<file path="src/verilog/core_settings.svh">
`ifndef CORE_SETTINGS_SVH
`define CORE_SETTINGS_SVH

// Datapath and memory sizes
`define CORE_XLEN        32
`define CORE_IMEM_WORDS  256
`define CORE_DMEM_WORDS  256
`define CORE_MEM_AW      8          // Word address bits, covers both memories

// APB address map
`define CORE_PADDR_W     12
`define CORE_IMEM_BASE   12'h000
`define CORE_DMEM_BASE   12'h400
`define CORE_CTRL_ADDR   12'h800

// One quotient bit per iteration
`define CORE_DIV_STEPS   32

// RV32 opcodes
`define OPC_OP           7'b0110011
`define OPC_OP_IMM       7'b0010011
`define OPC_LUI          7'b0110111
`define OPC_LOAD         7'b0000011
`define OPC_STORE        7'b0100011
`define OPC_SYSTEM       7'b1110011

// funct7 values
`define F7_BASE          7'b0000000
`define F7_SUB           7'b0100000
`define F7_MULDIV        7'b0000001

`endif

</file>
<file path="src/verilog/core_pkg.sv">
`default_nettype none

`include "core_settings.svh"

package core_pkg;

	// Host side bus
	typedef struct packed {
		logic                     psel;
		logic                     penable;
		logic                     pwrite;
		logic [`CORE_PADDR_W-1:0] paddr;
		logic [`CORE_XLEN-1:0]    pwdata;
	} apb_req_t;

	typedef struct packed {
		logic [`CORE_XLEN-1:0] prdata;
		logic                  pready;
		logic                  pslverr;
	} apb_rsp_t;

	// One RAM port, word addressed
	typedef struct packed {
		logic                   en;
		logic                   we;
		logic [`CORE_MEM_AW-1:0] addr;
		logic [`CORE_XLEN-1:0]  wdata;
	} mem_req_t;

	typedef enum logic [2:0] {
		ALU_ADD, ALU_SUB, ALU_AND, ALU_OR, ALU_XOR, ALU_SLT, ALU_SLTU, ALU_PASS_B
	} alu_op_t;

	// Order follows funct3[1:0] of the M extension
	typedef enum logic [1:0] {
		DIVOP_DIV, DIVOP_DIVU, DIVOP_REM, DIVOP_REMU
	} div_op_t;

	typedef enum logic [2:0] {
		CLS_ALU, CLS_LOAD, CLS_STORE, CLS_DIVIDE, CLS_HALT, CLS_ILLEGAL
	} op_class_t;

	typedef struct packed {
		op_class_t             op_class;
		alu_op_t               alu_op;
		div_op_t               div_op;
		logic [4:0]            rd;
		logic [4:0]            rs1;
		logic [4:0]            rs2;
		logic [`CORE_XLEN-1:0] imm;
	} decoded_t;

	typedef enum logic [2:0] {
		S_IDLE, S_FETCH, S_EXEC, S_MEM, S_DIV_WAIT, S_WRITE, S_HALTED
	} seq_state_t;

endpackage

`default_nettype wire

</file>
<file path="src/verilog/apb_host_port.sv">
`timescale 1ns/1ps
`default_nettype none

`include "core_settings.svh"

module apb_host_port (
	input  logic                  CLK,
	input  logic                  rst_n,
	input  core_pkg::apb_req_t    apb_req,
	output core_pkg::apb_rsp_t    apb_rsp,
	input  logic                  running,
	input  logic                  halted,
	output logic                  start,
	input  core_pkg::mem_req_t    core_imem_req,
	input  core_pkg::mem_req_t    core_dmem_req,
	output core_pkg::mem_req_t    imem_req,
	output core_pkg::mem_req_t    dmem_req,
	input  logic [`CORE_XLEN-1:0] imem_rdata,
	input  logic [`CORE_XLEN-1:0] dmem_rdata
);
	localparam int WIN = `CORE_MEM_AW + 2;		// Byte offset bits inside one memory
	localparam logic [`CORE_PADDR_W-1:0] IMEM_BASE = `CORE_IMEM_BASE;
	localparam logic [`CORE_PADDR_W-1:0] DMEM_BASE = `CORE_DMEM_BASE;

	logic               setup, access;
	logic               hit_imem, hit_dmem, hit_ctrl;
	logic               err_now;		// Refusal decided in setup
	logic               err_q;
	core_pkg::mem_req_t host_req;

	assign setup  = apb_req.psel && !apb_req.penable;
	assign access = apb_req.psel && apb_req.penable;

	assign hit_imem = apb_req.paddr[`CORE_PADDR_W-1:WIN] == IMEM_BASE[`CORE_PADDR_W-1:WIN];
	assign hit_dmem = apb_req.paddr[`CORE_PADDR_W-1:WIN] == DMEM_BASE[`CORE_PADDR_W-1:WIN];
	assign hit_ctrl = apb_req.paddr == `CORE_CTRL_ADDR;

	// Unmapped, memory while running, or start while running
	assign err_now = !(hit_imem || hit_dmem || hit_ctrl) ||
		((hit_imem || hit_dmem) && running) ||
		(hit_ctrl && apb_req.pwrite && apb_req.pwdata[0] && running);

	always_ff @(posedge CLK) begin
		if (!rst_n)
			err_q <= 1'b0;
		else if (setup)
			err_q <= err_now;
	end

	// Seen by the sequencer in the access cycle, so running is up for the next setup
	assign start = access && apb_req.pwrite && hit_ctrl && !err_q && apb_req.pwdata[0];

	// Reads launch in setup, writes commit in access
	assign host_req.en = (setup && !apb_req.pwrite && !err_now) ||
		(access && apb_req.pwrite && !err_q);
	assign host_req.we    = apb_req.pwrite;
	assign host_req.addr  = apb_req.paddr[WIN-1:2];
	assign host_req.wdata = apb_req.pwdata;

	always_comb begin
		imem_req    = host_req;
		imem_req.en = host_req.en && hit_imem;
		dmem_req    = host_req;
		dmem_req.en = host_req.en && hit_dmem;
		if (running) begin		// Core owns both RAMs
			imem_req = core_imem_req;
			dmem_req = core_dmem_req;
		end
	end

	always_comb begin
		apb_rsp.prdata = '0;
		if (access && !err_q) begin
			if (hit_ctrl)
				apb_rsp.prdata = {{(`CORE_XLEN-2){1'b0}}, halted, running};
			else if (hit_imem)
				apb_rsp.prdata = imem_rdata;
			else
				apb_rsp.prdata = dmem_rdata;
		end
		apb_rsp.pready  = 1'b1;		// No wait states
		apb_rsp.pslverr = access && err_q;
	end

	// An error only ends a transfer that had a setup phase
	assert property (@(posedge CLK) disable iff (!rst_n)
		$rose(apb_rsp.pslverr) |-> apb_req.penable && $past(setup));

endmodule

`default_nettype wire

</file>
<file path="config.mk">
export PLATFORM = sky130hd
export DESIGN_NAME = apb_host_port
export DESIGN_NICKNAME = d
export VERILOG_FILES = /design/src/verilog/core_pkg.sv /design/src/verilog/apb_host_port.sv
export VERILOG_INCLUDE_DIRS = /design/src /design/src/verilog
export SDC_FILE = /design/constraint.sdc
export NUM_CORES = 1
export LEC_CHECK = 0
export BUFFER_PORTS_ARGS = -buffer_cell sky130_fd_sc_hd__buf_4
export CAP_MARGIN = 20
export CORE_AREA = 2 2 125 127
export DETAILED_ROUTE_END_ITERATION = 10
export DIE_AREA = 0 0 127 129
export GPL_ROUTABILITY_DRIVEN = 0
export HOLD_SLACK_MARGIN = 0.05
export PLACE_DENSITY = 0.4
export SLEW_MARGIN = 25
export SYNTH_ARGS = -nofsm -noshare
export SYNTH_HDL_FRONTEND = slang
export SYNTH_SLANG_ARGS = --single-unit
</file>
<file path="constraint.sdc">
create_clock -name CLK -period 3.07 [get_ports CLK]
set_clock_uncertainty 0.2 [all_clocks]
set_input_delay 0.614 -clock CLK [delete_from_list [all_inputs] [get_ports CLK]]
set_output_delay 0.614 -clock CLK [all_outputs]
set_load 0.01 [all_outputs]
</file>
== Word-level counts from Yosys, hierarchy flattened ==
Index checks and enable logic that the tools add are counted.

* Equality and inequality tests: 2
* Multiplexer cells: 5
* Reduce and logical (&&, ||, !) cells: 28

{| class="wikitable"
|+ Operator list
! kind !! count
|-
| $mux W32 || 3
|-
| $mux W42 || 2
|-
| $logic_and A1 B1 Y1 || 17
|-
| $eq A12 B12 Y1 const B || 1
|-
| $logic_not A1 Y1 || 5
|-
| $logic_or A1 B1 Y1 || 5
|-
| $eq A2 B1 Y1 const B || 1
|-
| $logic_not A2 Y1 || 1
|}

* Register bits: 1
* Bits of input ports: 199
* Output and inout bits: 119
* Word-level logic and storage cells: 36

== Longest topological paths before layout ==
Gate-level depths: netlist of the first run.

* Word-level depth: 11
* Depth in mapped cells: 5
* Gate-level depth less buffers: 3

== Worst setup path before layout of the first run ==
OpenSTA, ideal clock, no wires.

* Kind: input to output
* From: in apb_req[41] (netlist bit)
* To: out apb_rsp[2] (netlist bit)
* Arrival: 1.539 ns
* Slack: 0.717 ns
* Stages: 3
* Cell sequence: or4_1 > nor4_1 > a211oi_1

{| class="wikitable"
|+ RTL lines
! what !! line !! text
|-
| start, declared || apb_host_port.sv:9 || <nowiki>input core_pkg::apb_req_t apb_req,</nowiki>
|-
| end, declared || apb_host_port.sv:10 || <nowiki>output core_pkg::apb_rsp_t apb_rsp,</nowiki>
|}

==> flow_metrics.env, run 1 <==
export IMPL_status="complete, no violations"
export IMPL_n_antenna_cell=0
export IMPL_clk_pin_slew_ns=0
export IMPL_min_path_type="reg -> reg"
export IMPL_via_per_inst=3.919
export IMPL_drtIter0Drc=118
export IMPL_ant_nets=0
export IMPL_core_area_sq_um=14980
export IMPL_hp_start="err_q"
export IMPL_portBuffers=316
export IMPL_drt_pre_antenna_iters=5
export IMPL_min_period_over_period_pct=88.86
export IMPL_fp_dieH_microns=129
export IMPL_cpPeakStageDelay_ns=0.59
export IMPL_die_w_microns=127
export IMPL_yosys_area_top_type="nand2_1"
export IMPL_io_pins=318
export IMPL_setup_viol=0
export IMPL_path_cells="buf_4 -> or4_1 -> nor4_1 -> a211oi_1 -> buf_4"
export IMPL_wl_per_cell_microns=13.14
export IMPL_grt_pass1_wl_microns=15550
export IMPL_ctsHoldBuffers=0
export IMPL_fin_nets=851
export IMPL_critPathCaptureType="output pin"
export IMPL_clk_latency_ns=0
export IMPL_rsz0062_at_grt="false"
export IMPL_syn_avg_cell_area_sq_um=4.546
export IMPL_syn_inst=352
export IMPL_place_inst=838
export IMPL_drv_slew=0
export IMPL_synth_area_top_cells="nand2_1, nand2b_1, a21oi_1"
export IMPL_hold_viol=0
export IMPL_yosys_warnings=0
export IMPL_placed_area_sq_um=4185
export IMPL_fin_area_sq_um=4185
export IMPL_grt_use_total_pct=11.63
export IMPL_cap_violations=0
export IMPL_synth_edf_count=0
export IMPL_cp_arrival_ns=1.91
export IMPL_rows=45
export IMPL_max_freq_mhz=366.6
export IMPL_start_util_pct=10.69
export IMPL_leakage_nw=2.470
export IMPL_n_fill_cell=1699
export IMPL_drive_above_1_share_pct=50.00
export IMPL_largest_register="err_q"
export IMPL_largest_reg_flops=1
export IMPL_min_path_cells=2
export IMPL_syn2layout_area_growth_pct=161.5
export IMPL_grt_overflow=0
export IMPL_fin_util_pct=27.94
export IMPL_reg2regPathDepth=2
export IMPL_drt_wl_total_microns=11010
export IMPL_cts_repair_resized=0
export IMPL_post_cts_setup_buffers=0
export IMPL_yosysSeqAreaShare_pct=1.251
export IMPL_dp_hpwl_microns=9634
export IMPL_r2r_slack_ns=2.22
export IMPL_grt_max_degree=51
export IMPL_synth_cell_types=28
export IMPL_syn_nets=551
export IMPL_path_common_cell="buf_4"
export IMPL_final_cell_count_no_fill=838
export IMPL_grt_pass1_vias=2988
export IMPL_pre_cts_ws_ns=0.3164
export IMPL_grt_antenna_before_repair=0
export IMPL_cp_required_ns=2.26
export IMPL_syn_cell_area_sq_um=1600
export IMPL_worstHoldEndpoint="err_q"
export IMPL_timing_rr_end="err_q"
export IMPL_cp_max_fo=3
export IMPL_r2r_start="err_q"
export IMPL_fin_ws_ns=0.3421
export IMPL_crit_type="in -> out"
export IMPL_ys_flop_type="dfxtp_1"
export IMPL_critPathLaunchType="input port"
export IMPL_finalSetupTns_ns=0
export IMPL_die_area_sq_um=16380
export IMPL_synth_seq_cells=1
export IMPL_post_synth_top_count_cell="nand2_1"
export IMPL_cp_slowest_cell="or4_1"
export IMPL_synthArstFlopShare_pct=0
export IMPL_synth_top_area_share_pct=52.78
export IMPL_powerDensity_nw_per_um2=149.9
export IMPL_synthTopCellsByCount="nand2_1, nand2b_1, a21oi_1"
export IMPL_reg_top3="err_q: 1 flops"
export IMPL_via_count=3284
export IMPL_drc=0
export IMPL_vdd_drop_max_mv=0.06905
export IMPL_layout_min_cycle_time_ns=2.728
## per-layer routing
| metal | global-route usage [%] | routed length [microns] | vias up |
|---|---|---|---|
| met5 | 0 | 0 | - |
| li1 | - | - | 1700 |
| met4 | 0.7111 | 91 | 0 |
| met2 | 22.26 | 5663 | 170 |
| met1 | 14.18 | 4349 | 1406 |
| met3 | 2.079 | 907 | 8 |
## cell type report
type / count / area (sq um) / share of cell area (%)
Sequential cell: 1 / 20.02 / 0.4783
Timing Repair Buffer: 322 / 2455 / 58.65
Multi-Input combinational cell: 327 / 1475 / 35.25
Tap cell: 188 / 235.2 / 5.620
## power breakdown
group	switching [W]	leakage [nW]	internal, W
combinational	0.000260	2.46	0.000353
sequential	0.000000753	0.00827	0.0000142
clock	0	0	0
## how the worst max path moves through the flow
stage / startpoint / endpoint / cells after the start
floorplan: apb_req[41] / apb_rsp[2] / 3
global placement: apb_req[41] / apb_rsp[2] / 5
detailed placement: apb_req[41] / apb_rsp[3] / 5
CTS: apb_req[41] / apb_rsp[3] / 5
global route: apb_req[41] / apb_rsp[2] / 5
finish: apb_req[41] / apb_rsp[3] / 5
## per-stage QoR
| step | hold WS, ns | power [W] |
|---|---|---|
| detailed placement | 0.3540 | 0.0006334 |
| floorplan | 0.3232 | 0.0002313 |
| global placement | 0.3577 | 0.0006306 |
| CTS | 0.3587 | 0.0006358 |
| global route | 0.4285 | 0.0006833 |
| finish | 0.3635 | 0.0006275 |
## worst max-delay path: cells and delay by family
kind | cells | cell delay, ns
AO/OA/AOI/OAI | 1 | 0.10
buffers and inverters | 2 | 0.28
AND/OR/NAND/NOR | 2 | 0.92
## layout by cell type, fill, tap and decap left out, drive strengths merged
cell,instances
a211oi,2
a21bo,1
a21oi,30
a31o,1
a31oi,1
a32o,2
and2b,1
and3,1
buf,322
conb,1
dfxtp,1
mux2i,2
nand2,225
nand2b,41
nand3,1
nand3b,2
nor2,1
nor2b,2
nor3,1
nor4,4
nor4b,1
o21ai,2
o31ai,1
or2,1
or4,2
or4b,1
## cells by family (layout without fill, tap and decap cells)
group	Yosys count	after routing	synth area share (%)
AOI/OAI and AO/OA	40	40	14.23
DFF	1	1	1.251
buffers and inverters	24	322	6.724
muxes	2	2	1.251
other	1	1	0.2343
and+or+nand+nor	284	284	76.31
Note: power is estimated with default switching activity, not from simulation.
==> run 2, diff against run 1 <==
Settings changed: ABC_AREA set to 1, CORE_AREA 2 2 125 127 to 2 2 124 126, DIE_AREA 0 0 127 129 to 0 0 126 128.
==> flow_metrics.env, run 2 <==
export IMPL_crit_type="in -> out"
export IMPL_die_area_sq_um=16130
export IMPL_fin_ws_ns=0.4728
export IMPL_critPathLaunchType="input port"
export IMPL_drv_slew=0
export IMPL_core_area_sq_um=14860
export IMPL_power_frac_clock_pct=0
export IMPL_grt_use_total_pct=13.26
export IMPL_switching_share_pct=43.65
export IMPL_reg2regPathDepth=4
export IMPL_post_synth_top_count_cell="nand2_1"
export IMPL_place_inst=872
export IMPL_met2_usage_pct=25.81
export IMPL_syn2layout_area_growth_pct=158.5
export IMPL_critPathLaunch="apb_req[39]"
export IMPL_met3_usage_pct=5.134
export IMPL_die_w_microns=126
export IMPL_syn_cell_area_sq_um=1585
export IMPL_cap_violations=0
export IMPL_min_path_type="reg -> reg"
export IMPL_min_period_over_period_pct=84.60
export IMPL_syn_avg_cell_area_sq_um=4.096
export IMPL_io_pins=318
export IMPL_busiest_layer="met2"
export IMPL_largest_reg_flops=1
export IMPL_use_met1_pct=14.31
export IMPL_r2r_slack_ns=2.25
export IMPL_synth_area_top_cells="nand2_1, a21oi_1, nor2_1"
export IMPL_drtIter0Drc=60
export IMPL_min_path_cells=4
export IMPL_leakage_nw=2.556
export IMPL_worstHoldEndpoint="err_q"
export IMPL_rows=45
export IMPL_yosys_area_top_type="nand2_1"
export IMPL_hold_viol=0
export IMPL_synth_cell_types=16
export IMPL_ctsHoldBuffers=0
export IMPL_start_util_pct=10.66
export IMPL_cp_arrival_ns=1.78
export IMPL_synthArstFlopShare_pct=0
export IMPL_largest_register="err_q"
export IMPL_vdd_drop_max_mv=0.05140
export IMPL_fin_nets=885
export IMPL_r2r_start="err_q"
export IMPL_via_count=3441
export IMPL_grt_pass1_vias=3261
export IMPL_status="complete, no violations"
export IMPL_timing_rr_end="err_q"
export IMPL_setup_viol=0
export IMPL_layout_commonest_cell="buf_4"
export IMPL_ant_nets=0
export IMPL_grt_overflow=0
export IMPL_n_antenna_cell=0
export IMPL_worst_pin_slew_ns=0.6276
export IMPL_cp_required_ns=2.26
export IMPL_wl_per_cell_microns=13.75
export IMPL_ys_flop_type="dfxtp_1"
export IMPL_dp_hpwl_microns=10620
export IMPL_via_per_inst=3.946
export IMPL_synthTopCellsByCount="nand2_1, a21oi_1, nor2_1"
export IMPL_seqPwrFrac_pct=2.3
export IMPL_synth_seq_cells=1
export IMPL_hp_start="err_q"
export IMPL_layout_min_cycle_time_ns=2.597
export IMPL_fp_dieH_microns=128
export IMPL_finalSetupTns_ns=0
export IMPL_drt_pre_antenna_iters=4
export IMPL_synth_top_area_share_pct=69.38
export IMPL_yosysSeqAreaShare_pct=1.263
export IMPL_drt_wl_total_microns=11990
export IMPL_grt_max_degree=66
export IMPL_most_common_layout_cells="buf_4, nand2_1, a21oi_1"
export IMPL_cts_repair_resized=0
export IMPL_syn_nets=586
export IMPL_post_cts_setup_buffers=0
export IMPL_clk_latency_ns=0
export IMPL_cp_max_fo=30
export IMPL_critPathCaptureType="output pin"
export IMPL_yosys_warnings=0
export IMPL_pre_cts_ws_ns=0.4729
export IMPL_portBuffers=316
export IMPL_rsz0062_at_grt="false"
export IMPL_slew_headroom_pct=58.16
export IMPL_drive_above_1_share_pct=47.22
export IMPL_reg_top3="err_q: 1 flops"
export IMPL_intPower_w=0.0003533
export IMPL_power_frac_comb_pct=97.7
export IMPL_max_freq_mhz=385.0
export IMPL_grt_antenna_before_repair=0
export IMPL_syn_inst=387
export IMPL_grt_pass1_wl_microns=17530
export IMPL_power_switching_w=0.0002736
export IMPL_synth_edf_count=0
export IMPL_drc=0
export IMPL_clk_pin_slew_ns=0
export IMPL_fin_util_pct=27.57
export IMPL_powerDensity_nw_per_um2=153.0
export IMPL_final_cell_count_no_fill=872
==> run 2: cell types whose count changed after synthesis, sizes merged, moves of 4 or more <==
cell and change:
clkbuf -7, nand3 +6, nand2b -41, nand2 +68, nor2 +17, buf +7, inv +10, nor4 -4
==> run 2: cell families after synthesis <==
group / after synthesis / share of synthesized area (%)
AOI/OAI and AO/OA: 30 / 9.471
buffers and inverters: 34 / 11.52
DFF: 1 / 1.263
other: 1 / 0.2366
and+or+nand+nor: 321 / 77.51
==> run 2: worst max-delay path, stage by stage <==
cell and delay [ns]:
buf_4 0.11, nor2_1 0.14, nand3_1 0.11, nor2_1 0.10, nand4_1 0.08, nand2_1 0.06, buf_4 0.29, a21oi_1 0.09
buf_4 0.16
==> run 2: power by group through the flow <==
| stage | combinational, W | sequential [W] | clock, W |
|---|---|---|---|
| after floorplan | 0.000221 | 0.0000145 | 0 |
| after global placement | 0.000621 | 0.0000146 | 0 |
| after detailed placement | 0.000625 | 0.0000146 | 0 |
| after CTS | 0.000626 | 0.0000146 | 0 |
| after global routing | 0.000670 | 0.0000147 | 0 |
| final | 0.000612 | 0.0000146 | 0 |
==> run 2: layer usage <==
layer	wire length, microns	vias to the layer above
li1	-	1768
met3	1458	2
met1	4305	1485
met5	0	-
met2	6198	186
met4	29	0
==> run 2: through the flow <==
stage / total power (W) / instance area [sq um] / hold WS, ns
CTS: 0.0006410 / 4098 / 0.3731
floorplan: 0.0002353 / 1585 / 0.3324
global route: 0.0006850 / 4098 / 0.3950
finish: 0.0006269 / 4098 / 0.3640
detailed placement: 0.0006395 / 4098 / 0.3696
global placement: 0.0006358 / 4098 / 0.3678
==> run 2: worst max path at each step <==
| stage | end | slack [ns] | cells after the start |
|---|---|---|---|
| 6_report | apb_rsp[11] | 0.47 | 9 |
| 2_1_floorplan | start | 0.89 | 5 |
| 4_1_cts | apb_rsp[11] | 0.46 | 9 |
| 5_1_grt | apb_rsp[11] | 0.30 | 9 |
| 3_3_place_gp | apb_rsp[12] | 0.49 | 9 |
| 3_5_place_dp | apb_rsp[11] | 0.47 | 9 |
==> run 2: layout make-up <==
type	count	area [sq um]
flip-flops and latches	1	20.02
fillers	1766	10770
inverters	10	37.54
well taps	188	235.2
multi-input cells	352	1383
repair buffers	321	2422
==> run 3, diff against run 2 <==
Settings changed: CORE_AREA 2 2 124 126 to 2 2 125 127, DIE_AREA 0 0 126 128 to 0 0 127 129.
Clock period 3.07 ns to 2.4 ns, I/O delays scaled along.
==> flow_metrics.env, run 3 (synthesis gave the netlist of run 2 again) <==
export IMPL_min_period_over_period_pct=93.17
export IMPL_drc=0
export IMPL_fin_ws_ns=0.1638
export IMPL_routed_wl_met3_microns=1300
export IMPL_rows=45
export IMPL_most_common_layout_cells="buf_4, nand2_1, a21oi_1"
export IMPL_start_util_pct=10.58
export IMPL_setup_viol=0
export IMPL_reg_top3="err_q: 1 flops"
export IMPL_drt_wl_total_microns=11970
export IMPL_clk_latency_ns=0
export IMPL_timing_rr_end="err_q"
export IMPL_fin_util_pct=28.01
export IMPL_syn2layout_area_growth_pct=164.6
export IMPL_met1_length_microns=4306
export IMPL_layout_min_cycle_time_ns=2.236
export IMPL_dp_hpwl_microns=10660
export IMPL_leakage_nw=2.600
export IMPL_critPathCaptureType="output pin"
export IMPL_fin_nets=891
export IMPL_reg2regPathDepth=4
export IMPL_drv_slew=0
export IMPL_grt_max_degree=39
export IMPL_max_freq_mhz=447.2
export IMPL_core_area_sq_um=14980
export IMPL_die_area_sq_um=16380
export IMPL_whs_ns=0.3552
export IMPL_fp_dieH_microns=129
export IMPL_grt_use_total_pct=12.88
export IMPL_status="complete, no violations"
export IMPL_fin_total_pwr_w=0.0008226
export IMPL_wl_per_cell_microns=13.63
export IMPL_finalSetupTns_ns=0
export IMPL_r2r_slack_ns=1.58
export IMPL_min_path_cells=4
export IMPL_clk_pin_slew_ns=0
export IMPL_top_layer="met3"
export IMPL_ant_nets=0
export IMPL_largest_register="err_q"
export IMPL_wl_met2_microns=6359
export IMPL_r2r_start="err_q"
export IMPL_drtIter0Drc=124
export IMPL_crit_type="in -> out"
export IMPL_via_per_inst=3.943
export IMPL_drt_pre_antenna_iters=6
export IMPL_grt_pass1_vias=3301
export IMPL_post_cts_setup_buffers=0
export IMPL_grt_antenna_before_repair=0
export IMPL_drive_above_1_share_pct=48.26
export IMPL_hold_viol=0
export IMPL_cp_max_fo=30
export IMPL_n_antenna_cell=0
export IMPL_worstHoldEndpoint="err_q"
export IMPL_hp_start="err_q"
export IMPL_largest_reg_flops=1
export IMPL_grt_pass1_wl_microns=17180
export IMPL_powerDensity_nw_per_um2=196.1
export IMPL_portBuffers=316
export IMPL_pre_cts_ws_ns=0.01779
export IMPL_layout_commonest_cell="buf_4"
export IMPL_grt_overflow=0
export IMPL_cap_violations=0
export IMPL_cp_required_ns=1.72
export IMPL_rsz0062_at_grt="false"
export IMPL_die_w_microns=127
export IMPL_critPathLaunchType="input port"
export IMPL_via_count=3462
export IMPL_n_fill_cell=1736
export IMPL_vdd_drop_max_mv=0.06925
export IMPL_cp_arrival_ns=1.56
export IMPL_min_path_type="reg -> reg"
export IMPL_io_pins=318
run 3: final cells by class:
cell class                 instances  area, sq um  area share (%)
timing repair buffer             327         2505           59.71
multi-input combinational        352         1398           33.31
tap                              188        235.2           5.607
inverter                          10        37.54          0.8947
sequential                         1        20.02          0.4772
run 3: per-stage QoR:
stage                     cell area (sq um)  instances
after floorplan                        1585        387
final                                  4195        878
after detailed placement               4180        878
after global placement                 4180        878
after CTS                              4180        878
after global routing                   4195        878
run 3: worst max path at each step:
stage	startpoint	end	slack, ns	cells after the start
6_report	apb_req[35]	apb_rsp[18]	0.16	9
4_1_cts	apb_req[33]	imem_req[41]	0.02	11
3_3_place_gp	apb_req[33]	imem_req[41]	0.02	11
5_1_grt	apb_req[35]	imem_req[41]	0.006	11
2_1_floorplan	apb_req[33]	start	0.49	5
3_5_place_dp	apb_req[33]	imem_req[41]	0.02	11
run 3: per-layer routing:
metal  global-route usage (%)  vias to the layer above
met5                        0                        -
met4                        0                        0
met3                    3.742                        0
met2                    25.90                      196
met1                    14.16                     1491
li1                         -                     1775
run 3: timing repair:
item / 4_1_cts / 5_1_grt
endpoints found under the setup margin: 0 / 5
hold buffers: 0 / 0
resized for setup: 0 / 5
run 3: power by group:
part           internal (W)  switching, W   total, W
Clock                     0             0          0
Combinational      0.000448      0.000355   0.000804
Sequential        0.0000182   0.000000536  0.0000187
Total              0.000467      0.000356   0.000823
run 3: worst max-delay path, cell delays in order:
cell,delay [ns]
buf_4,0.11
nor2_1,0.15
nand2_1,0.09
nor2_1,0.11
nand4_1,0.07
nand2_1,0.11
buf_12,0.18
a21oi_1,0.09
buf_4,0.15
